===== src/source/mrd_pkg.sv =====
`default_nettype none

package mrd_pkg;

	// --------------------
	// sizes
	localparam int NUM_BANKS = 7;
	localparam int BANK_ROWS = 64;
	localparam int MAX_OPS = 5;
	localparam int MAX_STAGES = 4;
	localparam int RD_LATENCY = 4;

	// --------------------
	// widths
	typedef logic signed [15:0] sample_t;
	typedef logic [8:0] addr_t;
	typedef logic [5:0] row_t;
	typedef logic [2:0] bank_t;
	typedef logic [2:0] factor_t;
	typedef logic [1:0] stage_t;
	typedef logic [8:0] twdl_t;
	typedef logic [2:0] nfac_t;
	typedef logic [9:0] prod_t;

	// marks an operand slot that reads no bank
	localparam bank_t BANK_INVALID = 3'd7;

	typedef enum logic [2:0]
	{
		IDLE,
		SINK,
		RD,
		STAGE_STEP,
		SOURCE
	} fsm_state_t;

	// product of the first cnt factors, 1 for an empty set
	function automatic prod_t factor_prod(input factor_t [MAX_STAGES-1:0] f, input nfac_t cnt);
		prod_t p;
		p = prod_t'(1);
		for (int i = 0; i < MAX_STAGES; i++)
		begin
			if (i < int'(cnt))
				p = p * prod_t'(f[i]);
		end
		return p;
	endfunction

endpackage

`default_nettype wire


===== src/source/mrd_bank_if.sv =====
`timescale 1ns/1ps
`default_nettype none

interface mrd_bank_if import mrd_pkg::*; ();

	// one read port per bank
	logic [NUM_BANKS-1:0] rden;
	row_t [NUM_BANKS-1:0] rdrow;

	// valid one cycle after rden
	sample_t [NUM_BANKS-1:0] rdata;

	// address side, owned by the read sequencer
	modport request
	(
		output rden,
		output rdrow,
		input  rdata
	);

	// storage side
	modport memory
	(
		input  rden,
		input  rdrow,
		output rdata
	);

endinterface

`default_nettype wire


===== src/source/mrd_operand_if.sv =====
`timescale 1ns/1ps
`default_nettype none

interface mrd_operand_if import mrd_pkg::*; ();

	logic valid;
	stage_t stage;
	factor_t factor;
	// slots at or above factor carry zero
	sample_t [MAX_OPS-1:0] data;
	twdl_t [MAX_OPS-1:0] twdl_numrtr;
	twdl_t twdl_demontr;

	modport source
	(
		output valid,
		output stage,
		output factor,
		output data,
		output twdl_numrtr,
		output twdl_demontr
	);

	modport sink
	(
		input valid,
		input stage,
		input factor,
		input data,
		input twdl_numrtr,
		input twdl_demontr
	);

endinterface

`default_nettype wire


===== src/source/mrd_bank_map.sv =====
`timescale 1ns/1ps
`default_nettype none

module mrd_bank_map import mrd_pkg::*;
(
	input  logic clk,
	input  logic rst_n,
	input  logic valid,
	input  addr_t [MAX_OPS-1:0] addrs,
	input  factor_t factor,
	mrd_bank_if.request bank,
	output bank_t [MAX_OPS-1:0] bank_index
);

	bank_t [MAX_OPS-1:0] slot_bank;
	row_t [MAX_OPS-1:0] slot_row;
	bank_t [MAX_OPS-1:0] idx_d1;
	logic [NUM_BANKS-1:0] rden_nxt;
	row_t [NUM_BANKS-1:0] rdrow_nxt;

	// address mod 7 picks the bank, div 7 the row
	always_comb
	begin
		for (int k = 0; k < MAX_OPS; k++)
		begin
			slot_row[k] = row_t'(addrs[k] / NUM_BANKS);
			if (factor_t'(k) < factor)
				slot_bank[k] = bank_t'(addrs[k] % NUM_BANKS);
			else
				slot_bank[k] = BANK_INVALID;
		end
	end

	// each bank takes the row of the slot that selects it
	always_comb
	begin
		for (int b = 0; b < NUM_BANKS; b++)
		begin
			rden_nxt[b] = 1'b0;
			rdrow_nxt[b] = '0;
			for (int k = 0; k < MAX_OPS; k++)
			begin
				if (slot_bank[k] == bank_t'(b))
				begin
					rden_nxt[b] = valid;
					rdrow_nxt[b] = slot_row[k];
				end
			end
		end
	end

	// bank_index lags two cycles to meet rdata
	always_ff @(posedge clk)
	begin
		if (!rst_n)
		begin
			bank.rden <= '0;
			idx_d1 <= {MAX_OPS{BANK_INVALID}};
			bank_index <= {MAX_OPS{BANK_INVALID}};
		end
		else
		begin
			bank.rden <= rden_nxt;
			idx_d1 <= slot_bank;
			bank_index <= idx_d1;
		end
	end

	always_ff @(posedge clk)
	begin
		bank.rdrow <= rdrow_nxt;
	end

endmodule

`default_nettype wire


===== src/source/mrd_cta_addr.sv =====
`timescale 1ns/1ps
`default_nettype none

module mrd_cta_addr import mrd_pkg::*;
(
	input  logic clk,
	input  logic rst_n,
	input  logic issue,
	input  addr_t group,
	input  addr_t stride,
	input  factor_t factor,
	output addr_t [MAX_OPS-1:0] addrs,
	output twdl_t [MAX_OPS-1:0] twdl_numrtr,
	output logic valid
);

	addr_t grp_q;
	addr_t stride_q;
	factor_t fac_q;
	addr_t quot;
	addr_t rem;
	addr_t base;

	always_ff @(posedge clk)
	begin
		if (!rst_n)
			valid <= 1'b0;
		else
			valid <= issue;
	end

	always_ff @(posedge clk)
	begin
		grp_q <= group;
		stride_q <= stride;
		fac_q <= factor;
	end

	// --------------------
	// operand k of group g sits at
	// (g / s) * s * f + (g % s) + k * s
	always_comb
	begin
		quot = grp_q / stride_q;
		rem = grp_q - quot * stride_q;
		base = quot * stride_q * addr_t'(fac_q) + rem;
		for (int k = 0; k < MAX_OPS; k++)
		begin
			addrs[k] = base + addr_t'(k) * stride_q;
			// numerator k * (g mod s), unused slots zero
			if (factor_t'(k) < fac_q)
				twdl_numrtr[k] = twdl_t'(k) * twdl_t'(rem);
			else
				twdl_numrtr[k] = '0;
		end
	end

endmodule

`default_nettype wire


===== src/source/mrd_read_seq.sv =====
`timescale 1ns/1ps
`default_nettype none

module mrd_read_seq import mrd_pkg::*;
(
	input  logic clk,
	input  logic rst_n,
	input  fsm_state_t state,
	input  nfac_t num_factors,
	input  factor_t [MAX_STAGES-1:0] factors,
	mrd_bank_if.request bank,
	mrd_operand_if.source op,
	output logic rd_end,
	output stage_t cnt_stage
);

	factor_t [MAX_STAGES-1:0] factors_q;
	nfac_t nfac_q;
	prod_t n_pts;
	fsm_state_t state_q;
	logic rd_entry;
	factor_t fac_q;
	addr_t stride_q;
	addr_t grp_last;
	addr_t grp_cnt;
	logic active;
	logic [RD_LATENCY-1:0] en_pipe;
	logic addr_valid;
	addr_t [MAX_OPS-1:0] addrs;
	twdl_t [MAX_OPS-1:0] twdl_numrtr;
	twdl_t [MAX_OPS-1:0] tw_d1;
	twdl_t [MAX_OPS-1:0] tw_d2;
	bank_t [MAX_OPS-1:0] bank_index;
	sample_t [MAX_OPS-1:0] slot_data;

	// config frozen once the run leaves IDLE
	always_ff @(posedge clk)
	begin
		if (state == IDLE)
		begin
			factors_q <= factors;
			nfac_q <= num_factors;
		end
	end

	assign n_pts = factor_prod(factors_q, nfac_q);
	assign rd_entry = (state == RD) && (state_q != RD);

	// --------------------
	// stage setup on RD entry
	always_ff @(posedge clk)
	begin
		if (rd_entry)
		begin
			fac_q <= factors_q[cnt_stage];
			// N over the factors up to this stage
			stride_q <= addr_t'(n_pts / factor_prod(factors_q, {1'b0, cnt_stage} + nfac_t'(1)));
			grp_last <= addr_t'(n_pts / prod_t'(factors_q[cnt_stage]) - prod_t'(1));
		end
	end

	always_ff @(posedge clk)
	begin
		if (!rst_n)
		begin
			state_q <= IDLE;
			active <= 1'b0;
			grp_cnt <= '0;
			cnt_stage <= '0;
			en_pipe <= '0;
		end
		else
		begin
			state_q <= state;
			if (rd_entry)
			begin
				active <= 1'b1;
				grp_cnt <= '0;
			end
			else if (active)
			begin
				grp_cnt <= grp_cnt + addr_t'(1);
				if (grp_cnt == grp_last)
					active <= 1'b0;
			end
			if (state == SOURCE)
				cnt_stage <= '0;
			else if (state == STAGE_STEP)
				cnt_stage <= cnt_stage + stage_t'(1);
			// one bit per pipeline step
			en_pipe <= {en_pipe[RD_LATENCY-2:0], active};
		end
	end

	assign op.valid = en_pipe[RD_LATENCY-1];
	// last group of the stage at the output
	assign rd_end = en_pipe[RD_LATENCY-1] & ~en_pipe[RD_LATENCY-2];

	mrd_cta_addr u_cta_addr (
		.clk         (clk),
		.rst_n       (rst_n),
		.issue       (active),
		.group       (grp_cnt),
		.stride      (stride_q),
		.factor      (fac_q),
		.addrs       (addrs),
		.twdl_numrtr (twdl_numrtr),
		.valid       (addr_valid)
	);

	mrd_bank_map u_bank_map (
		.clk        (clk),
		.rst_n      (rst_n),
		.valid      (addr_valid),
		.addrs      (addrs),
		.factor     (fac_q),
		.bank       (bank),
		.bank_index (bank_index)
	);

	// --------------------
	// operand assembly
	always_comb
	begin
		for (int k = 0; k < MAX_OPS; k++)
		begin
			slot_data[k] = '0;
			for (int b = 0; b < NUM_BANKS; b++)
			begin
				if (bank_index[k] == bank_t'(b))
					slot_data[k] = bank.rdata[b];
			end
		end
	end

	always_ff @(posedge clk)
	begin
		tw_d1 <= twdl_numrtr;
		tw_d2 <= tw_d1;
		op.data <= slot_data;
		op.twdl_numrtr <= tw_d2;
		op.factor <= fac_q;
		op.stage <= cnt_stage;
		op.twdl_demontr <= twdl_t'(stride_q * addr_t'(fac_q));
	end

endmodule

`default_nettype wire


===== src/flat_wrapper.sv =====
// flat-port wrapper written by rule: the top's interface ports become plain ports
module mrd_read_seq_flat import mrd_pkg::*;
  (clk, rst_n, state, num_factors, factors, rd_end, cnt_stage, bank_rden, bank_rdrow, bank_rdata, op_valid, op_stage, op_factor, op_data, op_twdl_numrtr, op_twdl_demontr);
  mrd_bank_if bank_i ();
  mrd_operand_if op_i ();
  input  logic clk;
  input  logic rst_n;
  input  fsm_state_t state;
  input  nfac_t num_factors;
  input  factor_t [MAX_STAGES-1:0] factors;
  output logic rd_end;
  output stage_t cnt_stage;
  output wire logic [$bits(bank_i.rden)-1:0] bank_rden;
  output wire logic [$bits(bank_i.rdrow)-1:0] bank_rdrow;
  input wire logic [$bits(bank_i.rdata)-1:0] bank_rdata;
  output wire logic [$bits(op_i.valid)-1:0] op_valid;
  output wire logic [$bits(op_i.stage)-1:0] op_stage;
  output wire logic [$bits(op_i.factor)-1:0] op_factor;
  output wire logic [$bits(op_i.data)-1:0] op_data;
  output wire logic [$bits(op_i.twdl_numrtr)-1:0] op_twdl_numrtr;
  output wire logic [$bits(op_i.twdl_demontr)-1:0] op_twdl_demontr;
  assign bank_rden = bank_i.rden;
  assign bank_rdrow = bank_i.rdrow;
  assign bank_i.rdata = bank_rdata;
  assign op_valid = op_i.valid;
  assign op_stage = op_i.stage;
  assign op_factor = op_i.factor;
  assign op_data = op_i.data;
  assign op_twdl_numrtr = op_i.twdl_numrtr;
  assign op_twdl_demontr = op_i.twdl_demontr;
  mrd_read_seq u_core (.clk(clk), .rst_n(rst_n), .state(state), .num_factors(num_factors), .factors(factors), .bank(bank_i), .op(op_i), .rd_end(rd_end), .cnt_stage(cnt_stage));
endmodule

===== config.mk =====
export PLATFORM = sky130hd
export DESIGN_NAME = mrd_read_seq_flat
export DESIGN_NICKNAME = d
export VERILOG_FILES = /design/src/source/mrd_pkg.sv /design/src/source/mrd_bank_if.sv /design/src/source/mrd_operand_if.sv /design/src/source/mrd_bank_map.sv /design/src/source/mrd_cta_addr.sv /design/src/source/mrd_read_seq.sv /design/src/flat_wrapper.sv
export SDC_FILE = /design/constraint.sdc
export NUM_CORES = 1
export LEC_CHECK = 0
export BUFFER_PORTS_ARGS = -buffer_cell sky130_fd_sc_hd__buf_2
export CAP_MARGIN = 20
export CELL_PAD_IN_SITES_DETAIL_PLACEMENT = 2
export CELL_PAD_IN_SITES_GLOBAL_PLACEMENT = 2
export CORE_MARGIN = 4
export CORE_UTILIZATION = 37
export CTS_BUF_LIST = sky130_fd_sc_hd__clkbuf_16
export DETAILED_ROUTE_END_ITERATION = 12
export HOLD_SLACK_MARGIN = 0.05
export PLACE_DENSITY_LB_ADDON = 0.1
export SYNTH_ARGS = -nofsm -noshare
export SYNTH_HDL_FRONTEND = slang
export SYNTH_SLANG_ARGS = --single-unit

===== constraint.sdc =====
create_clock -name clk -period 34.1 [get_ports clk]
set_input_delay 3.41 -clock clk [delete_from_list [all_inputs] [get_ports clk]]
set_output_delay 3.41 -clock clk [all_outputs]
set_load 0.05 [all_outputs]

==> results of run 1 <==
## Yosys cell counts, types with 53 or more instances
library cell  count
a21o_1           59
a21oi_1         277
a22oi_1          94
and2_1           66
clkbuf_1        131
dfxtp_1         309
fa_1             81
ha_1            276
inv_1           252
mux2_2           60
mux2i_1         154
nand2_1         328
nand2b_1         53
nand3_1          73
nor2_1          405
nor2b_1          61
nor3_1          115
o21a_1           70
o21ai_0         183
o221ai_1         54
xnor2_1         137
## layout by cell type, fill, tap and decap left out, types with 19 or more instances in the layout
master / count
o221ai_1: 54
nor3_1: 113
buf_2: 313
edfxtp_1: 36
nor2b_1: 58
mux2i_1: 154
nor4_1: 20
nand2_1: 328
nand3_1: 73
ha_1: 276
a211oi_1: 36
nor2_1: 401
a21oi_1: 276
inv_1: 258
buf_4: 62
o21ai_0: 183
a22oi_1: 94
clkbuf_16: 45
mux4_2: 22
mux2_2: 60
o31ai_1: 23
a31oi_1: 49
xor2_1: 46
fa_1: 81
and2_1: 66
xnor2_1: 137
a22o_1: 26
o21a_1: 70
o22ai_1: 26
o211ai_1: 35
or3_1: 27
a21o_1: 59
nand4_1: 30
and3_1: 28
dfxtp_1: 306
or2_2: 19
nand2b_1: 53
## metrics by stage
stage | hold WS [ns] | setup WS, ns | std cells | area, sq um | utilization
after detailed placement | 0.314 | 4.68 | 5448 | 36200 | 0.406
after global routing | 0.325 | 1.98 | 5543 | 37600 | 0.422
final | 0.326 | 4.23 | 5544 | 37600 | 0.422
after floorplan | 0.310 | 9.12 | 4095 | 33500 | -
after CTS | 0.322 | 4.54 | 5525 | 37500 | 0.421
after global placement | 0.310 | 5.16 | 5445 | 36100 | 0.406
## kinds of logic (layout without fill, tap and decap cells)
family,Yosys count,count (layout),share of synthesized area
flip-flops,345,345,0.217
AO/OA/AOI/OAI,1195,1195,0.249
multiplexers,239,239,0.0830
AND/OR/NAND/NOR,1300,1300,0.187
buffers and inverters,452,722,0.0555
adder cells (fa/ha/maj),357,357,0.152
other,1,26,0.000112
XOR/XNOR,195,195,0.0553
## metal layers
layer  GRT usage  vias up
li1            -    15406
met1       0.388    17159
met2       0.500     1037
met3      0.0379      257
met4       0.107        6
met5           0        -
## area by class of cell
class | instances | area (sq um)
fill | 10231 | 51500
multi-input combinational | 3298 | 24400
sequential | 345 | 7270
timing repair buffer | 380 | 2090
tap | 1165 | 1460
clock buffer | 45 | 1130
inverter | 265 | 1010
clock inverter | 32 | 219
antenna | 14 | 35.0
## sequential cells by signal, indices dropped and copies added, names as in the netlist
register,count
u_core.u_cta_addr.stride_q,9
u_core.grp_last,9
u_core.op.stage,2
u_core.u_bank_map.bank_index,15
u_core.tw_d2,33
u_core.active,1
u_core.tw_d1,33
u_core.en_pipe,4
u_core.u_bank_map.idx_d1,15
u_core.op.data,80
u_core.factors_q,12
u_core.u_bank_map.bank.rdrow,42
u_core.fac_q,3
u_core.op.twdl_numrtr,33
u_core.u_cta_addr.grp_q,9
u_core.cnt_stage,2
u_core.stride_q,9
u_core.grp_cnt,9
u_core.nfac_q,3
u_core.op.factor,3
u_core.op.twdl_demontr,9
u_core.state_q,3
u_core.u_bank_map.bank.rden,7
## worst paths after layout
check / start / to / slack, ns / cells past startpoint
max reg2reg: u_core.u_cta_addr.stride_q[6] / u_core.u_bank_map.bank.rdrow[38] / 4.23 / 108
max: u_core.u_cta_addr.stride_q[6] / u_core.u_bank_map.bank.rdrow[38] / 4.23 / 108
min: u_core.tw_d1[31] / u_core.tw_d2[31] / 0.33 / 0
min reg2reg: u_core.tw_d1[31] / u_core.tw_d2[31] / 0.33 / 0
==> impl_metrics.yaml, run 1 <==
yosys:
  synth.largest_area_cell: "dfxtp_1"
  synth_top_area_share: 0.185
  synth.cell_area_sq_mm: 0.0334
  synthCells: 4084
  yosysWarnings: 0
  async_reset_ff_frac: 0
  synth_cell_types: 131
  ys_top_cells_by_area: "dfxtp_1 (19%), ha_1 (10%), fa_1 (4.9%)"
  yosys_most_used_dff: "dfxtp_1"
  yosysSeqAreaShare: 0.217
  ys_seq_elements: 345
  synth-edff-count: 36
  syn_avg_cell_area_sq_um: 8.18
floorplanning:
  rows: 109
  initial_core_util: 0.375
  core_sq_mm: 0.0891
  die_area_sq_mm: 0.0952
  die_w_um: 309
  die_h_um: 309
  io-pin-count: 324
cts:
  ctsResizeCount: 0
  hold_buffers: 0
  clockBufferDepth: 3
  cts.sinks: 345
  clockRootBuffer: "clkbuf_16"
  numCtsBuffers: 43
  cts_setup_buffers: 0
  cts_max_level: 2
  clk_latency_ns: 0.60
  clkTransAtPathRegs_ns: 0.06
  tritoncts: "built"
worst_setup_path:
  slowest_stage: "or4_1"
  crit_family: "compound AO/OA/AOI/OAI gates"
  path_buf_inv: 13
  timing.critical_path.required_ns: 34.53
  max_stage_delay_ns: 0.78
  start_kind: "flop"
  cp_max_fo: 19
  end_kind: "flop"
  path_common_cell: "ha_1"
  worstPathArrival_ns: 30.30
  path_class: "flop to flop"
grt:
  first_global_vias: 36067
  antenna_found_initial: 18
  grt_usage: 0.296
  overflow: 0
  grt_pass1_wl_mm: 221
  grt_max_degree: 43
routing:
  antenna_left: 0
  m1WireLength_mm: 63.5
  vias: 33865
  drc_errors: 0
  vias_per_cell: 6.11
  top_layer_used: "met5"
  wl_met2_mm: 68.3
  drtIter0Drc: 2321
  routed_wl_mm: 145
  wl_per_cell_um: 26.2
  first_pass_iters: 5
  met3WireLength_mm: 8.05
finish:
  syn_to_final_growth_pct: 12.5
  nets: 4822
  drive_gt1_frac: 0.150
timing:
  setup_viol: 0
  fmax_mhz: 33.5
  final-hold-violation-count: 0
  fin_worst_skew_ns: 0.0228
  period_share: 0.876
  rsz0062_at_grt: "false"
  slew_headroom: 0.165
  slew_viol_final: 0
  min_period_ns: 29.87
  worstMarginPinSlew_ns: 1.25
  setup_tns_ns: 0
flow_run:
  drv_cap: 0
place:
  hpwlAfterDp_mm: 111
  place_congestion: 0.906
  io_buffers: 311
status:
  status: "finished clean"
hold_path:
  min-delay-path-class: "flop to flop"
Power of run 1 is not shown: default switching activity piles up to over one toggle a cycle in this logic, so the estimate is an artifact.
==> run 2, diff against run 1 <==
ABC_AREA = 1   (was unset)
BUFFER_PORTS_ARGS = -buffer_cell sky130_fd_sc_hd__buf_4   (was -buffer_cell sky130_fd_sc_hd__buf_2)
CORE_UTILIZATION = 34   (was 37)
==> impl_metrics.yaml, run 2 <==
flow_run:
  drv_cap: 0
yosys:
  synth.most_common_cell: "nand2_1"
  async_reset_ff_frac: 0
  yosys_most_used_dff: "dfxtp_1"
  synth-edff-count: 36
  synth.largest_area_cell: "dfxtp_1"
  syn_avg_cell_area_sq_um: 6.96
  yosysWarnings: 0
  synth.cell_area_sq_mm: 0.0317
  synth_cell_types: 73
  synth.top_cells.by_count: "nand2_1 (1182), inv_1 (668), nand3_1 (365), dfxtp_1 (309), ha_1 (276)"
  synthCells: 4550
  yosysSeqAreaShare: 0.230
  ys_seq_elements: 345
  ys_top_cells_by_area: "dfxtp_1 (20%), nand2_1 (14%), ha_1 (11%)"
  synth_top_area_share: 0.195
timing:
  period_share: 0.750
  fin_worst_skew_ns: 0.0476
  setup_tns_ns: 0
  rsz0062_at_grt: "false"
  worstMarginPinSlew_ns: 1.17
  min_period_ns: 25.57
  setup_viol: 0
  slew_headroom: 0.215
  fmax_mhz: 39.1
  slew_viol_final: 0
  final-hold-violation-count: 0
routing:
  wl_per_cell_um: 21.8
  antenna_left: 0
  routed_wl_mm: 134
  first_pass_iters: 5
  vias: 32970
  vias_per_cell: 5.38
  drtIter0Drc: 1980
  drc_errors: 0
cts:
  tritoncts: "built"
  hold_buffers: 0
  cts_setup_buffers: 0
  ctsResizeCount: 0
  numCtsBuffers: 42
  clockRootBuffer: "clkbuf_16"
  cts_max_level: 2
  clkTransAtPathRegs_ns: 0.07
  cts.sinks: 345
  clk_latency_ns: 0.65
  clockBufferDepth: 3
status:
  status: "finished clean"
grt:
  grt_max_degree: 30
  first_global_vias: 35484
  grt_usage: 0.265
  antenna_found_initial: 14
  overflow: 0
  grt_pass1_wl_mm: 207
worst_setup_path:
  start_kind: "flop"
  r2r-start: "u_core.u_cta_addr.stride_q[2]"
  crit_family: "simple AND/OR/NAND/NOR gates"
  max_stage_delay_ns: 0.73
  end_kind: "flop"
  path_class: "flop to flop"
  path_common_cell: "nand2_1"
  cp_max_fo: 23
  timing.critical_path.required_ns: 34.61
  slowest_stage: "dfxtp_1"
  worstPathArrival_ns: 26.08
  path_buf_inv: 27
  cp-startpoint: "u_core.u_cta_addr.stride_q[2]"
finish:
  layout_commonest_cell: "nand2_1"
  multi_input_area_sq_mm: 0.0213
  drive_gt1_frac: 0.148
  top_regs: "u_core.op.data x80, u_core.u_bank_map.bank.rdrow x42"
  final_cell_mix: "nand2_1 (1182), inv_1 (674), nand3_1 (365)"
  top_register: "u_core.op.data"
  largest_reg_flops: 80
  fill_cells: 11069
  seq_area_sq_mm: 0.00727
  syn_to_final_growth_pct: 16.8
  nets: 5327
floorplanning:
  die_h_um: 313
  die_w_um: 313
  io-pin-count: 324
  die_area_sq_mm: 0.0981
  core_sq_mm: 0.0921
  rows: 111
  initial_core_util: 0.344
hold_path:
  hold_path.startpoint: "u_core.tw_d2[35]"
  min-delay-path-class: "flop to flop"
place:
  place_congestion: 0.925
  io_buffers: 311
  hpwlAfterDp_mm: 105
-- run 2: cell types whose count changed after synthesis, sizes merged, moves of 62 or more --
| cell | previous run | this run |
|---|---|---|
| nand2 | 330 | 1281 |
| inv | 259 | 700 |
| nand3 | 74 | 429 |
| mux2i | 156 | 0 |
| a21oi | 281 | 157 |
| nor2 | 408 | 294 |
| a22oi | 96 | 0 |
| xnor2 | 141 | 63 |
| nor3 | 120 | 51 |
| clkbuf | 132 | 70 |
| o21a | 70 | 8 |
-- run 2: cells by family after synthesis --
| kind of cell | Yosys count | share of synthesized area |
|---|---|---|
| AO/OA/AOI/OAI | 660 | 0.133 |
| XOR/XNOR | 158 | 0.0439 |
| adder cells (fa/ha/maj) | 357 | 0.160 |
| buffers and inverters | 811 | 0.104 |
| flip-flops | 345 | 0.230 |
| other | 1 | 0.000118 |
| AND/OR/NAND/NOR | 2218 | 0.330 |
-- run 2: worst paths after layout --
kind / endpoint / slack (ns) / cells past startpoint
worst max-delay path: u_core.u_bank_map.bank.rdrow[8] / 8.53 / 139
worst min-delay path: u_core.op.twdl_numrtr[35] / 0.30 / 0
worst max register to register: u_core.u_bank_map.bank.rdrow[8] / 8.53 / 139
worst min register to register: u_core.op.twdl_numrtr[35] / 0.30 / 0
-- run 2: worst register-to-register path, delay by kind of cell (launching register included) --
family | cells | cell delay [ns]
AND/OR/NAND/NOR | 76 | 9.34
adder cells (fa/ha/maj) | 21 | 7.70
buffers and inverters | 27 | 3.74
AO/OA/AOI/OAI | 13 | 2.92
XOR/XNOR | 2 | 1.01
flip-flops | 1 | 0.73
-- run 2: layout make-up --
cell class              instances  area share
multi-input cells            3405       0.577
clock inverters                33     0.00975
repair buffers                342      0.0716
inverters                     702      0.0718
flip-flops and latches        345       0.197
clock buffers                  44      0.0298
diodes                         14    0.000948
well taps                    1243      0.0421
-- run 2: per-layer routing --
metal	vias up	routed length, um	global-route usage
met5	-	0	0
met4	0	4210	0.0898
met3	218	5980	0.0323
met2	773	65100	0.463
met1	16408	58300	0.338
li1	15571	-	-
-- run 2: per-stage QoR --
stage	setup slack [ns]	std cells	utilization	instance area, sq um	hold WS [ns]
floorplan	13.77	4561	-	31700	0.310
detailed placement	8.53	6033	0.384	35400	0.314
global placement	9.47	6033	0.384	35400	0.310
CTS	8.43	6110	0.400	36800	0.307
global route	6.23	6126	0.401	37000	0.327
finish	8.53	6128	0.401	37000	0.304
Power of run 2 is left out for the same reason.
