## config.mk

```make
export PLATFORM = sky130hd
export DESIGN_NAME = mrd_ctrl_fsm
export DESIGN_NICKNAME = d
export VERILOG_FILES = /design/src/source/mrd_pkg.sv /design/src/source/mrd_ctrl_fsm.sv
export SDC_FILE = /design/constraint.sdc
export NUM_CORES = 1
export LEC_CHECK = 0
export BUFFER_PORTS_ARGS = -buffer_cell sky130_fd_sc_hd__buf_2
export CORE_ASPECT_RATIO = 0.75
export CORE_MARGIN = 5
export CORE_UTILIZATION = 60
export CTS_CLUSTER_DIAMETER = 60
export CTS_CLUSTER_SIZE = 40
export DETAILED_ROUTE_END_ITERATION = 8
export PLACE_DENSITY = 0.78
export RECOVER_POWER = 100
export SYNTH_ARGS = -nofsm -noshare
export SYNTH_HDL_FRONTEND = slang
export SYNTH_SLANG_ARGS = --single-unit
```

## constraint.sdc

```tcl
create_clock -name clk -period 8.8 [get_ports clk]
set_input_delay 0.44 -clock clk [delete_from_list [all_inputs] [get_ports clk]]
set_output_delay 0.44 -clock clk [all_outputs]
set_load 0.1 [all_outputs]
```

## src/source/mrd_pkg.sv

```systemverilog
`default_nettype none

package mrd_pkg;

	// --------------------
	// sizes
	localparam int NUM_BANKS = 7;
	localparam int BANK_ROWS = 64;
	localparam int MAX_OPS = 5;
	localparam int MAX_STAGES = 4;
	localparam int RD_LATENCY = 4;

	// --------------------
	// widths
	typedef logic signed [15:0] sample_t;
	typedef logic [8:0] addr_t;
	typedef logic [5:0] row_t;
	typedef logic [2:0] bank_t;
	typedef logic [2:0] factor_t;
	typedef logic [1:0] stage_t;
	typedef logic [8:0] twdl_t;
	typedef logic [2:0] nfac_t;
	typedef logic [9:0] prod_t;

	// marks an operand slot that reads no bank
	localparam bank_t BANK_INVALID = 3'd7;

	typedef enum logic [2:0]
	{
		IDLE,
		SINK,
		RD,
		STAGE_STEP,
		SOURCE
	} fsm_state_t;

	// product of the first cnt factors, 1 for an empty set
	function automatic prod_t factor_prod(input factor_t [MAX_STAGES-1:0] f, input nfac_t cnt);
		prod_t p;
		p = prod_t'(1);
		for (int i = 0; i < MAX_STAGES; i++)
		begin
			if (i < int'(cnt))
				p = p * prod_t'(f[i]);
		end
		return p;
	endfunction

endpackage

`default_nettype wire

```

## src/source/mrd_ctrl_fsm.sv

```systemverilog
`timescale 1ns/1ps
`default_nettype none

module mrd_ctrl_fsm import mrd_pkg::*;
(
	input  logic clk,
	input  logic rst_n,
	input  logic start,
	input  nfac_t num_factors,
	input  factor_t [MAX_STAGES-1:0] factors,
	input  logic in_valid,
	input  logic rd_end,
	input  stage_t cnt_stage,
	output fsm_state_t state,
	output logic busy,
	output logic done
);

	fsm_state_t state_nxt;
	nfac_t nfac_q;
	addr_t last_addr;
	addr_t wr_cnt;
	stage_t last_stage;
	logic sink_last;

	// configuration taken with start
	always_ff @(posedge clk)
	begin
		if (state == IDLE && start)
		begin
			nfac_q <= num_factors;
			last_addr <= addr_t'(factor_prod(factors, num_factors) - prod_t'(1));
		end
	end

	// sink write count
	always_ff @(posedge clk)
	begin
		if (!rst_n || state != SINK)
			wr_cnt <= '0;
		else if (in_valid)
			wr_cnt <= wr_cnt + addr_t'(1);
	end

	assign sink_last = (state == SINK) && in_valid && (wr_cnt == last_addr);
	assign last_stage = stage_t'(nfac_q - nfac_t'(1));

	// --------------------
	// next state
	always_comb
	begin
		state_nxt = state;
		case (state)
			IDLE:       if (start) state_nxt = SINK;
			SINK:       if (sink_last) state_nxt = RD;
			RD:         if (rd_end) state_nxt = STAGE_STEP;
			STAGE_STEP: state_nxt = (cnt_stage == last_stage) ? SOURCE : RD;
			SOURCE:     state_nxt = IDLE;
			default:    state_nxt = IDLE;
		endcase
	end

	always_ff @(posedge clk)
	begin
		if (!rst_n)
			state <= IDLE;
		else
			state <= state_nxt;
	end

	assign busy = (state != IDLE);
	assign done = (state == SOURCE);

endmodule

`default_nettype wire

```

==> results of run 1 <==
-- layer usage --
layer  GRT usage [%]  part of all wire [%]  vias to the layer above
met2           29.04                    39                       78
met4           4.086                  0.86                        0
met1           33.99                    52                     1033
li1                -                     -                     1142
met5               0                     0                        -
met3           3.415                   7.5                        5
-- Yosys cell counts (2+ instances only) --
| cell | instances |
|---|---|
| a2111oi_0 | 3 |
| a211oi_1 | 6 |
| a21o_1 | 7 |
| a21oi_1 | 15 |
| a31oi_1 | 3 |
| and2_1 | 6 |
| and3_1 | 12 |
| clkbuf_1 | 4 |
| dfxtp_1 | 12 |
| edfxtp_1 | 11 |
| fa_1 | 14 |
| ha_1 | 22 |
| inv_1 | 28 |
| nand2_1 | 41 |
| nand2b_1 | 3 |
| nand3_1 | 9 |
| nand4_1 | 3 |
| nor2_1 | 24 |
| nor2_2 | 2 |
| nor2b_1 | 2 |
| nor3_1 | 6 |
| nor3b_1 | 3 |
| o211ai_1 | 2 |
| o21a_1 | 2 |
| o21ai_0 | 14 |
| o21bai_1 | 2 |
| o221a_2 | 2 |
| o31ai_1 | 2 |
| or3_1 | 3 |
| xnor2_1 | 14 |
| xor2_1 | 15 |
-- registers in the layout (all words and copies together), names as in the netlist --
| register | cells |
|---|---|
| nfac_q | 2 |
| last_addr | 9 |
| wr_cnt | 9 |
| state | 3 |
-- final timing paths --
path                                      from      endpoint  cells after the start
worst max register to register    last_addr[5]      state[1]                      7
worst max-delay path            num_factors[2]  last_addr[8]                     26
worst min-delay path                     rst_n      state[2]                      3
worst min register to register       wr_cnt[5]     wr_cnt[5]                      2
-- where the power goes --
group	leakage (nW)	switching (mW)	internal, mW
clock	0.0228	0.0313	0.0323
combinational	1.07	0.131	0.0805
sequential	0.202	0.00745	0.130
total	1.29	0.170	0.243
-- layout make-up --
type,instances,area share (%)
well taps,55,2.448
flip-flops and latches,23,20.29
repair buffers,26,4.317
multi-input cells,254,67.47
clock buffers,4,1.602
inverters,29,3.872
-- stage by stage --
step | util [%] | hold slack [ns] | power, mW
final | 68.09 | 0.4452 | 0.4127
after global routing | 68.09 | 0.4395 | 0.4494
after CTS | 68.30 | 0.4349 | 0.4160
after detailed placement | 67.21 | 0.5077 | 0.3507
after global placement | 67.21 | 0.4996 | 0.3463
after floorplan | - | 0.4784 | 0.3045
-- layout by cell type, fill, tap and decap left out, drive strengths merged, types with 2 or more instances in the layout --
cell	instances
nand4	3
fa	14
nand3	10
buf	19
nor2b	2
a21o	7
o221a	2
o21bai	2
o21ai	15
a2111oi	3
nor3	6
nand2b	3
and3	12
nor3b	3
a31oi	3
o21a	2
xnor2	14
nand2	41
clkbuf	11
nor2	26
inv	28
xor2	15
a211oi	7
and2	6
o211ai	2
a21oi	15
edfxtp	11
dfxtp	12
ha	22
mux2	2
or3	3
o31ai	2
-- logic make-up (layout without fill, tap and decap cells) --
logic type	Yosys count	count (layout)	share of synthesized area, %
compound gates	66	66	17.19
xor+xnor	30	30	10.58
fa+ha+maj	36	36	21.25
buf+inv	36	59	5.600
flops	23	23	21.83
mux	3	3	1.388
simple gates	119	119	22.16
-- worst max-delay path, cell delays in order --
cell,delay (ns)
buf_2,0.26
clkinv_1,0.30
nand2_1,0.26
nor2_1,0.10
nor2_1,0.15
nor2b_1,0.08
fa_1,0.48
ha_1,0.24
fa_1,0.59
nand3_1,0.12
fa_1,0.49
fa_1,0.53
nor2_1,0.15
a21oi_1,0.06
o22ai_1,0.32
nand2_1,0.12
fa_1,0.49
inv_1,0.06
fa_1,0.48
a211oi_1,0.40
o41ai_1,0.12
a2111oi_0,0.50
xnor3_1,0.30
xnor2_1,0.13
a21oi_1,0.19
xor2_1,0.08
==> flow_summary.yaml, run 1 <==
global_route:
  grt_max_degree: 18
  first_pass_grt_wire_length_mm: 9.584
  grt_antenna_before_repair: 0
  grt-ovfl-total: 0
  groute.usage.overall_pct: 21.02
  vias_in_the_first_global_route: 2040
clocking:
  cts_tree: "built"
  cts_sinks: 23
  cts-hold-fix-buffers: 0
  cts_max_level: 1
  cts.path.max_buffers: 2
  cts_setup_buffers: 0
  cts_root_buf: "clkbuf_8"
  number_of_buffers_created_by_cts: 3
  clock_insertion_delay_worst_skew_ns: 0.26
  ctsResizeCount: 0
  clock_pin_slew_worst_setup_and_hold_paths_ns: 0.07
finish:
  register_area_um2: 570.5
  layout_overhead_on_the_synthesized_area_pct: 7.564
  antenna_cells: 0
  design_area_final_mm2: 0.002811
  drive_gt1_share_pct: 9.524
  finalNonFillerCells: 391
  final.fill_count: 350
  multiInputGateArea_mm2: 0.001897
  num-nets-final: 395
setup_path:
  setup.worst_path.class: "primary input to register"
  arrival_ns: 7.45
  largest_fanout_of_any_net_on_the_critical_path: 17
  worst_setup_path_start_kind: "primary input"
  ff2ff_setup_slack_ns: 6.74
  timing.critical_path.required_ns: 8.81
  endpoint_kind: "register"
place:
  dp_hpwl_mm: 4.620
  detailed_place.area_mm2: 0.002775
  numPlacedInstances: 387
  place_ws_ns: 1.196
  place.port_buffers: 26
  globalplace.congestion: 0.8713
power:
  power.ir.vdd_worst_mv: 0.1010
  static-leakage-power_nw: 1.294
  cellPowerDensity_mw_per_mm2: 146.8
sta:
  clock_skew_ns: 0.001955
  tightestPinTransition_ns: 1.159
  rsz_0062_raised_after_global_routing: "no"
  timing_max_transition_violations_final: 0
  min_period_over_period_pct: 84.51
  clock.fmax_mhz: 134.5
  relative_slew_margins_pct: 23.03
  fin_crit_ns: 7.437
  finalHoldViolCount: 0
  setup_viol_count_final: 0
  post-route-worst-setup-slack_ns: 1.363
  fin_tns_setup_ns: 0
route:
  violation_count_after_the_first_detailed_route_iteration: 175
  drcViolationCount: 0
  dr_total_vias: 2258
  firstDrtPassIters: 4
  detail-route-antenna-nets: 0
  drt-total-wl_mm: 5.561
  detail_route.vias_per_cell: 5.775
  wl_per_cell_um: 14.22
synthesis:
  synth_enable_flop_cells: 11
  synth_nets: 371
  post_synth.cell_area_avg_um2: 8.351
  seq_area_frac_synth_pct: 21.83
  synth-seq-cells: 23
  netlist.area_leader.share_pct: 12.64
  async_flop_share_pct: 0
  post_synth_num_cell_types: 52
  synth_area_leaders: "edfxtp_1 13%, fa_1 11%, ha_1 11%, dfxtp_1 9.2%, nand2_1 5.9%"
  synthesis.area_mm2: 0.002614
  cells_after_synth: 313
  synthFlopType: "dfxtp_1"
  synth_top_cell_by_area: "edfxtp_1"
  ys.warnings.count: 0
floorplan:
  core.rowCount: 20
  vertical_die_dimension_um: 67.16
  initial_cell_density_of_the_core_pct: 63.30
  dieWidth_um: 86.21
  area_enclosed_by_the_die_boundary_mm2: 0.005790
  core_mm2: 0.004129
  io_pins: 27
run:
  drv.max_cap_violation_count: 0
worst_hold_path:
  worstHoldPathType: "primary input to register"
status:
  status: "complete, no violations"
Power figures use the tool's default switching activity.
==> inputs of run 2 (changes only) <==
--- a/config.mk
+++ b/config.mk
@@ -5,14 +5,15 @@
 export SDC_FILE = /design/constraint.sdc
 export NUM_CORES = 1
 export LEC_CHECK = 0
+export ABC_AREA = 1
 export BUFFER_PORTS_ARGS = -buffer_cell sky130_fd_sc_hd__buf_2
 export CORE_ASPECT_RATIO = 0.75
 export CORE_MARGIN = 5
-export CORE_UTILIZATION = 60
+export CORE_UTILIZATION = 55
 export CTS_CLUSTER_DIAMETER = 60
 export CTS_CLUSTER_SIZE = 40
 export DETAILED_ROUTE_END_ITERATION = 8
-export PLACE_DENSITY = 0.78
+export PLACE_DENSITY = 0.75
 export RECOVER_POWER = 100
 export SYNTH_ARGS = -nofsm -noshare
 export SYNTH_HDL_FRONTEND = slang
==> constraint.sdc (replaced) <==
create_clock -name clk -period 6.6 [get_ports clk]
set_input_delay 0.33 -clock clk [delete_from_list [all_inputs] [get_ports clk]]
set_output_delay 0.33 -clock clk [all_outputs]
set_load 0.1 [all_outputs]
==> run 2 against run 1 <==
  * Clock skew decreased by 0.00084 ns
  * Critical path depth increased by 2
  * Clock power increased by 35%
  * Non-clock buffer count unchanged
  * Sequential share of layout area decreased by 1.2 points
  * Via count increased by 11%
  * Area after synthesis increased by 7.2%
  * Sequential power increased by 29%
  * Clock-buffer cell count decreased by 1
  * Routed wire length increased by 3.0%
  * Critical path type unchanged
  * Highest routed layer unchanged
==> flow_summary.yaml, run 2 <==
setup_path:
  endpoint_kind: "register"
  arrival_ns: 6.19
  largest_fanout_of_any_net_on_the_critical_path: 10
  critPathSlowestCell: "fa_1"
  timing.critical_path.required_ns: 6.62
  peak_per_stage_delay_on_the_critical_path_ns: 0.56
  setup.worst_path.class: "primary input to register"
  worst_setup_path_start_kind: "primary input"
floorplan:
  core_mm2: 0.004927
  vertical_die_dimension_um: 71.81
  initial_cell_density_of_the_core_pct: 56.86
  io_pins: 27
  dieWidth_um: 92.41
  area_enclosed_by_the_die_boundary_mm2: 0.006636
  core.rowCount: 22
power:
  power.ir.vdd_worst_mv: 0.08894
  static-leakage-power_nw: 1.533
  cellPowerDensity_mw_per_mm2: 186.1
synthesis:
  post_synth.cell_area_avg_um2: 7.039
  async_flop_share_pct: 0
  synthesis.area_mm2: 0.002801
  synth_top_cell_by_area: "nand2_1"
  synth.top_cells.by_count: "96 x nand2_1, 73 x inv_1, 34 x nor2_1, 22 x ha_1, 21 x nand3_1"
  seq_area_frac_synth_pct: 20.37
  synth_nets: 456
  netlist.area_leader.share_pct: 12.86
  yosys.cell_count.top_type: "nand2_1"
  synthFlopType: "dfxtp_1"
  post_synth_num_cell_types: 39
  synth-seq-cells: 23
  cells_after_synth: 398
  ys.warnings.count: 0
  synth_enable_flop_cells: 11
  synth_area_leaders: "nand2_1 13%, edfxtp_1 12%, fa_1 10%, ha_1 9.8%, inv_1 9.8%"
sta:
  finalHoldViolCount: 0
  fin_tns_setup_ns: 0
  relative_slew_margins_pct: 22.14
  timing_max_transition_violations_final: 0
  rsz_0062_raised_after_global_routing: "no"
  min_period_over_period_pct: 93.49
  holdWs_ns: 0.3371
  setup_viol_count_final: 0
  clock.fmax_mhz: 162.1
  post-route-worst-setup-slack_ns: 0.4297
  fin_crit_ns: 6.170
  tightestPinTransition_ns: 1.173
  clock_skew_ns: 0.001115
finish:
  num-nets-final: 481
  layout_overhead_on_the_synthesized_area_pct: 6.610
  antenna_cells: 0
  drive_gt1_share_pct: 11.85
  final.fill_count: 472
  final_cell_mix: "96 x nand2_1, 73 x inv_1, 35 x nor2_1, 22 x ha_1, 21 x nand3_1"
  reg.largest.list: "last_addr x9, wr_cnt x9, state x3"
  most_common_cell_after_layout_fill_and_taps_aside: "nand2_1"
route:
  drcViolationCount: 0
  wl_per_cell_um: 11.88
  dr_total_vias: 2508
  drt-total-wl_mm: 5.727
  detail-route-antenna-nets: 0
  detail_route.vias_per_cell: 5.203
  firstDrtPassIters: 4
  violation_count_after_the_first_detailed_route_iteration: 101
global_route:
  grt_max_degree: 14
  vias_in_the_first_global_route: 2380
  grt-ovfl-total: 0
  met2_grt_util_pct: 29.42
  grt_use_met3_pct: 2.308
  grt_antenna_before_repair: 0
  first_pass_grt_wire_length_mm: 10.14
  grt_util_met1_pct: 24.98
  groute.usage.overall_pct: 18.06
  globalRoute.busiestLayer: "met2"
status:
  status: "complete, no violations"
clocking:
  number_of_buffers_created_by_cts: 3
  ctsResizeCount: 0
  cts_setup_buffers: 0
  cts.path.max_buffers: 2
  cts_tree: "built"
  cts_sinks: 23
  cts-hold-fix-buffers: 0
  cts_root_buf: "clkbuf_8"
  clock_insertion_delay_worst_skew_ns: 0.26
  cts_max_level: 1
  clock_pin_slew_worst_setup_and_hold_paths_ns: 0.08
place:
  dp_hpwl_mm: 4.848
  place.port_buffers: 26
  place_ws_ns: 0.09403
  globalplace.congestion: 0.8613
run:
  drv.max_cap_violation_count: 0
worst_hold_path:
  worstHoldPathType: "primary input to register"
==> run 2: cell count changes after synthesis, moves of 6 or more <==
| cell | change |
|---|---|
| nand2_1 | +55 |
| and3_1 | -12 |
| a21o_1 | -7 |
| nand4_1 | +8 |
| nor2_1 | +10 |
| nand3_1 | +12 |
| and2_1 | -6 |
| xor2_1 | -6 |
| o21ai_0 | -10 |
| inv_1 | +45 |
==> run 2: path summary, 6_finish.rpt <==
kind	slack [ns]	from	cells after the start	to
max	0.43	num_factors[2]	28	last_addr[8]
min	0.34	rst_n	3	state[0]
max reg2reg	4.94	state[0]	3	last_addr[7]
min reg2reg	0.52	wr_cnt[7]	2	wr_cnt[7]
==> run 2: layout make-up <==
type | instances | area, um^2 | share of cell area (%)
timing repair buffer | 26 | 126.4 | 4.231
multi-input combinational | 292 | 1873 | 62.71
clock buffer | 3 | 41.29 | 1.382
inverter | 77 | 295.3 | 9.887
sequential | 23 | 570.5 | 19.10
clock inverter | 1 | 5.005 | 0.1676
tap | 60 | 75.07 | 2.514
==> run 2: power by group <==
part,switching [mW],internal (mW)
Sequential,0.00782,0.171
Combinational,0.190,0.102
Clock,0.0436,0.0421
Total,0.242,0.314
==> run 2: metal layers <==
layer | vias to the layer above | share of wire, %
met5 | - | 0
met4 | 0 | 0.93
met3 | 8 | 3.7
met2 | 54 | 45
met1 | 1137 | 50
li1 | 1309 | -
==> run 2: logic make-up after synthesis <==
logic type                 share of synthesized area (%)
and+or+nand+nor                                    31.26
buffers and inverters                              11.92
AOI/OAI and AO/OA                                  9.737
adders and majority gates                          19.83
DFF                                                20.37
xor gates and xnor gates                           6.878
==> run 2: critical path, delay by kind of cell <==
family / cells / cell delay (ns)
AO/OA/AOI/OAI: 2 / 0.87
buffers and inverters: 6 / 0.64
AND/OR/NAND/NOR: 13 / 1.28
adder cells (fa/ha/maj): 7 / 3.08
==> run 2: per-stage QoR <==
stage	area [um^2]	util [%]	cells	total power [mW]
4_1_cts	3014	61.17	482	0.5678
2_1_floorplan	2801	-	398	0.4253
3_5_place_dp	2968	60.23	478	0.4811
5_1_grt	2987	60.61	482	0.6070
6_report	2987	60.61	482	0.5559
3_3_place_gp	2968	60.23	478	0.4756
==> inputs of run 3 (changes only) <==
--- a/config.mk
+++ b/config.mk
@@ -9,11 +9,12 @@
 export BUFFER_PORTS_ARGS = -buffer_cell sky130_fd_sc_hd__buf_2
 export CORE_ASPECT_RATIO = 0.75
 export CORE_MARGIN = 5
-export CORE_UTILIZATION = 55
+export CORE_UTILIZATION = 56
+export CTS_BUF_LIST = sky130_fd_sc_hd__clkbuf_8
 export CTS_CLUSTER_DIAMETER = 60
 export CTS_CLUSTER_SIZE = 40
 export DETAILED_ROUTE_END_ITERATION = 8
-export PLACE_DENSITY = 0.75
+export PLACE_DENSITY = 0.76
 export RECOVER_POWER = 100
 export SYNTH_ARGS = -nofsm -noshare
 export SYNTH_HDL_FRONTEND = slang
==> run 3 against run 2 <==
  * Sequential share of layout area down 0.072 points
  * Hold slack worse by 0.0098 ns
  * Fmax up 2.2%
  * Utilization up 0.92 points
  * Sequential cell count unchanged
  * Routed wire length down 0.79%
  * Clock skew about the same
  * Via count down 1.4%
  * Non-clock buffer count unchanged
==> flow_summary.yaml, run 3 (synthesis results as in run 2) <==
floorplan:
  io_pins: 27
  core.rowCount: 22
  initial_cell_density_of_the_core_pct: 57.50
  vertical_die_dimension_um: 71.26
  dieWidth_um: 91.67
  area_enclosed_by_the_die_boundary_mm2: 0.006532
  core_mm2: 0.004872
global_route:
  grt_antenna_before_repair: 0
  grt-ovfl-total: 0
  grt_max_degree: 14
  first_pass_grt_wire_length_mm: 9.922
  vias_in_the_first_global_route: 2341
  groute.usage.overall_pct: 18.12
setup_path:
  worst_setup_path_start_kind: "primary input"
  setup.worst_path.class: "primary input to register"
  timing.critical_path.required_ns: 6.63
  endpoint_kind: "register"
  arrival_ns: 6.07
  largest_fanout_of_any_net_on_the_critical_path: 10
finish:
  num-nets-final: 481
  reg.largest.list: "last_addr x9, wr_cnt x9, state x3"
  final_cell_mix: "96 x nand2_1, 73 x inv_1, 35 x nor2_1, 22 x ha_1, 21 x nand3_1"
  most_common_cell_after_layout_fill_and_taps_aside: "nand2_1"
  layout_overhead_on_the_synthesized_area_pct: 7.012
  antenna_cells: 0
  final.fill_count: 455
  drive_gt1_share_pct: 12.56
clocking:
  cts_sinks: 23
  ctsResizeCount: 0
  cts_setup_buffers: 0
  cts_root_buf: "clkbuf_8"
  cts_tree: "built"
  number_of_buffers_created_by_cts: 3
  cts_max_level: 1
  cts.path.max_buffers: 2
  cts-hold-fix-buffers: 0
  clock_insertion_delay_worst_skew_ns: 0.26
  clock_pin_slew_worst_setup_and_hold_paths_ns: 0.08
route:
  drt-total-wl_mm: 5.682
  violation_count_after_the_first_detailed_route_iteration: 103
  detail-route-antenna-nets: 0
  detail_route.vias_per_cell: 5.133
  drcViolationCount: 0
  firstDrtPassIters: 4
  wl_per_cell_um: 11.79
  dr_total_vias: 2474
sta:
  relative_slew_margins_pct: 22.33
  post-route-worst-setup-slack_ns: 0.5624
  clock_skew_ns: 0.001121
  rsz_0062_raised_after_global_routing: "no"
  clock.fmax_mhz: 165.6
  fin_crit_ns: 6.038
  timing_max_transition_violations_final: 0
  min_period_over_period_pct: 91.48
  tightestPinTransition_ns: 1.170
  fin_tns_setup_ns: 0
  setup_viol_count_final: 0
  finalHoldViolCount: 0
power:
  p_sw_share_pct: 43.55
  power.switching_uw: 243.2
  power.ir.vdd_worst_mv: 0.06843
  share_seq_of_total_power_pct: 32.0
  static-leakage-power_nw: 1.536
  clock_power_share_pct: 15.5
  internal_power_uw: 315.2
  cellPowerDensity_mw_per_mm2: 186.3
  comb_power_share_pct: 52.5
status:
  status: "complete, no violations"
place:
  place_ws_ns: 0.1096
  globalplace.congestion: 0.8908
  dp_hpwl_mm: 4.811
  place.port_buffers: 26
worst_hold_path:
  worstHoldPathType: "primary input to register"
run:
  drv.max_cap_violation_count: 0
[run 3: cell count changes in the layout (fill, tap and decap cells not counted)]
cell,before,now
a21oi_1,16,15
a21oi_2,2,3
o21ai_1,3,1
o21ai_2,3,5
[run 3: worst max-delay path, cell delays in order]
cell	delay (ns)
clkbuf_4	0.18
nor2_4	0.17
nand2_1	0.09
nand2_1	0.11
nor2_1	0.07
fa_1	0.46
ha_1	0.26
fa_1	0.51
nand2_2	0.07
inv_1	0.10
nand2_1	0.07
fa_1	0.48
fa_1	0.55
inv_1	0.04
o21ai_0	0.35
inv_1	0.14
nand2_1	0.10
fa_1	0.40
inv_1	0.12
fa_1	0.39
o21ai_0	0.45
nand2_4	0.09
nor2_1	0.18
nand3_2	0.09
nor2_2	0.10
inv_1	0.05
nand2_1	0.05
nand2_1	0.04
[run 3: path summary, 6_finish.rpt]
check	from	to	slack (ns)	cells past startpoint
worst max register to register	state[0]	last_addr[4]	4.95	3
worst max-delay path	num_factors[2]	last_addr[8]	0.56	28
worst min register to register	wr_cnt[7]	wr_cnt[7]	0.54	2
worst min-delay path	rst_n	state[0]	0.33	3
[run 3: through the flow]
stage / util (%) / instance area (um^2) / instances / total power [mW] / hold WS, ns
after floorplan: - / 2801 / 398 / 0.4253 / 0.4289
after global placement: 60.91 / 2968 / 478 / 0.4727 / 0.5148
after detailed placement: 60.91 / 2968 / 478 / 0.4812 / 0.5204
after CTS: 61.86 / 3014 / 482 / 0.5694 / 0.3225
after global routing: 61.53 / 2998 / 482 / 0.6115 / 0.3327
final: 61.53 / 2998 / 482 / 0.5584 / 0.3273
[run 3: area by class of cell]
class	instances	area, um^2	share of cell area, %
inverter	77	295.3	9.850
multi-input combinational	292	1884	62.85
sequential	23	570.5	19.03
timing repair buffer	26	126.4	4.215
clock buffer	3	41.29	1.377
clock inverter	1	5.005	0.1669
tap	60	75.07	2.504
[run 3: layer usage]
metal / GRT usage (%) / part of all wire, %
met1: 24.17 / 48
met2: 32.06 / 49
met3: 1.574 / 3.1
met4: 4.181 / 0.53
met5: 0 / 0
[run 3: power groups by stage]
| stage | Sequential, mW | Clock [mW] | Combinational [mW] |
|---|---|---|---|
| 2_1_floorplan | 0.194 | 0 | 0.231 |
| 3_3_place_gp | 0.182 | 0 | 0.291 |
| 3_5_place_dp | 0.183 | 0 | 0.299 |
| 4_1_cts | 0.179 | 0.0892 | 0.301 |
| 5_1_grt | 0.181 | 0.0940 | 0.337 |
| 6_report | 0.179 | 0.0863 | 0.293 |
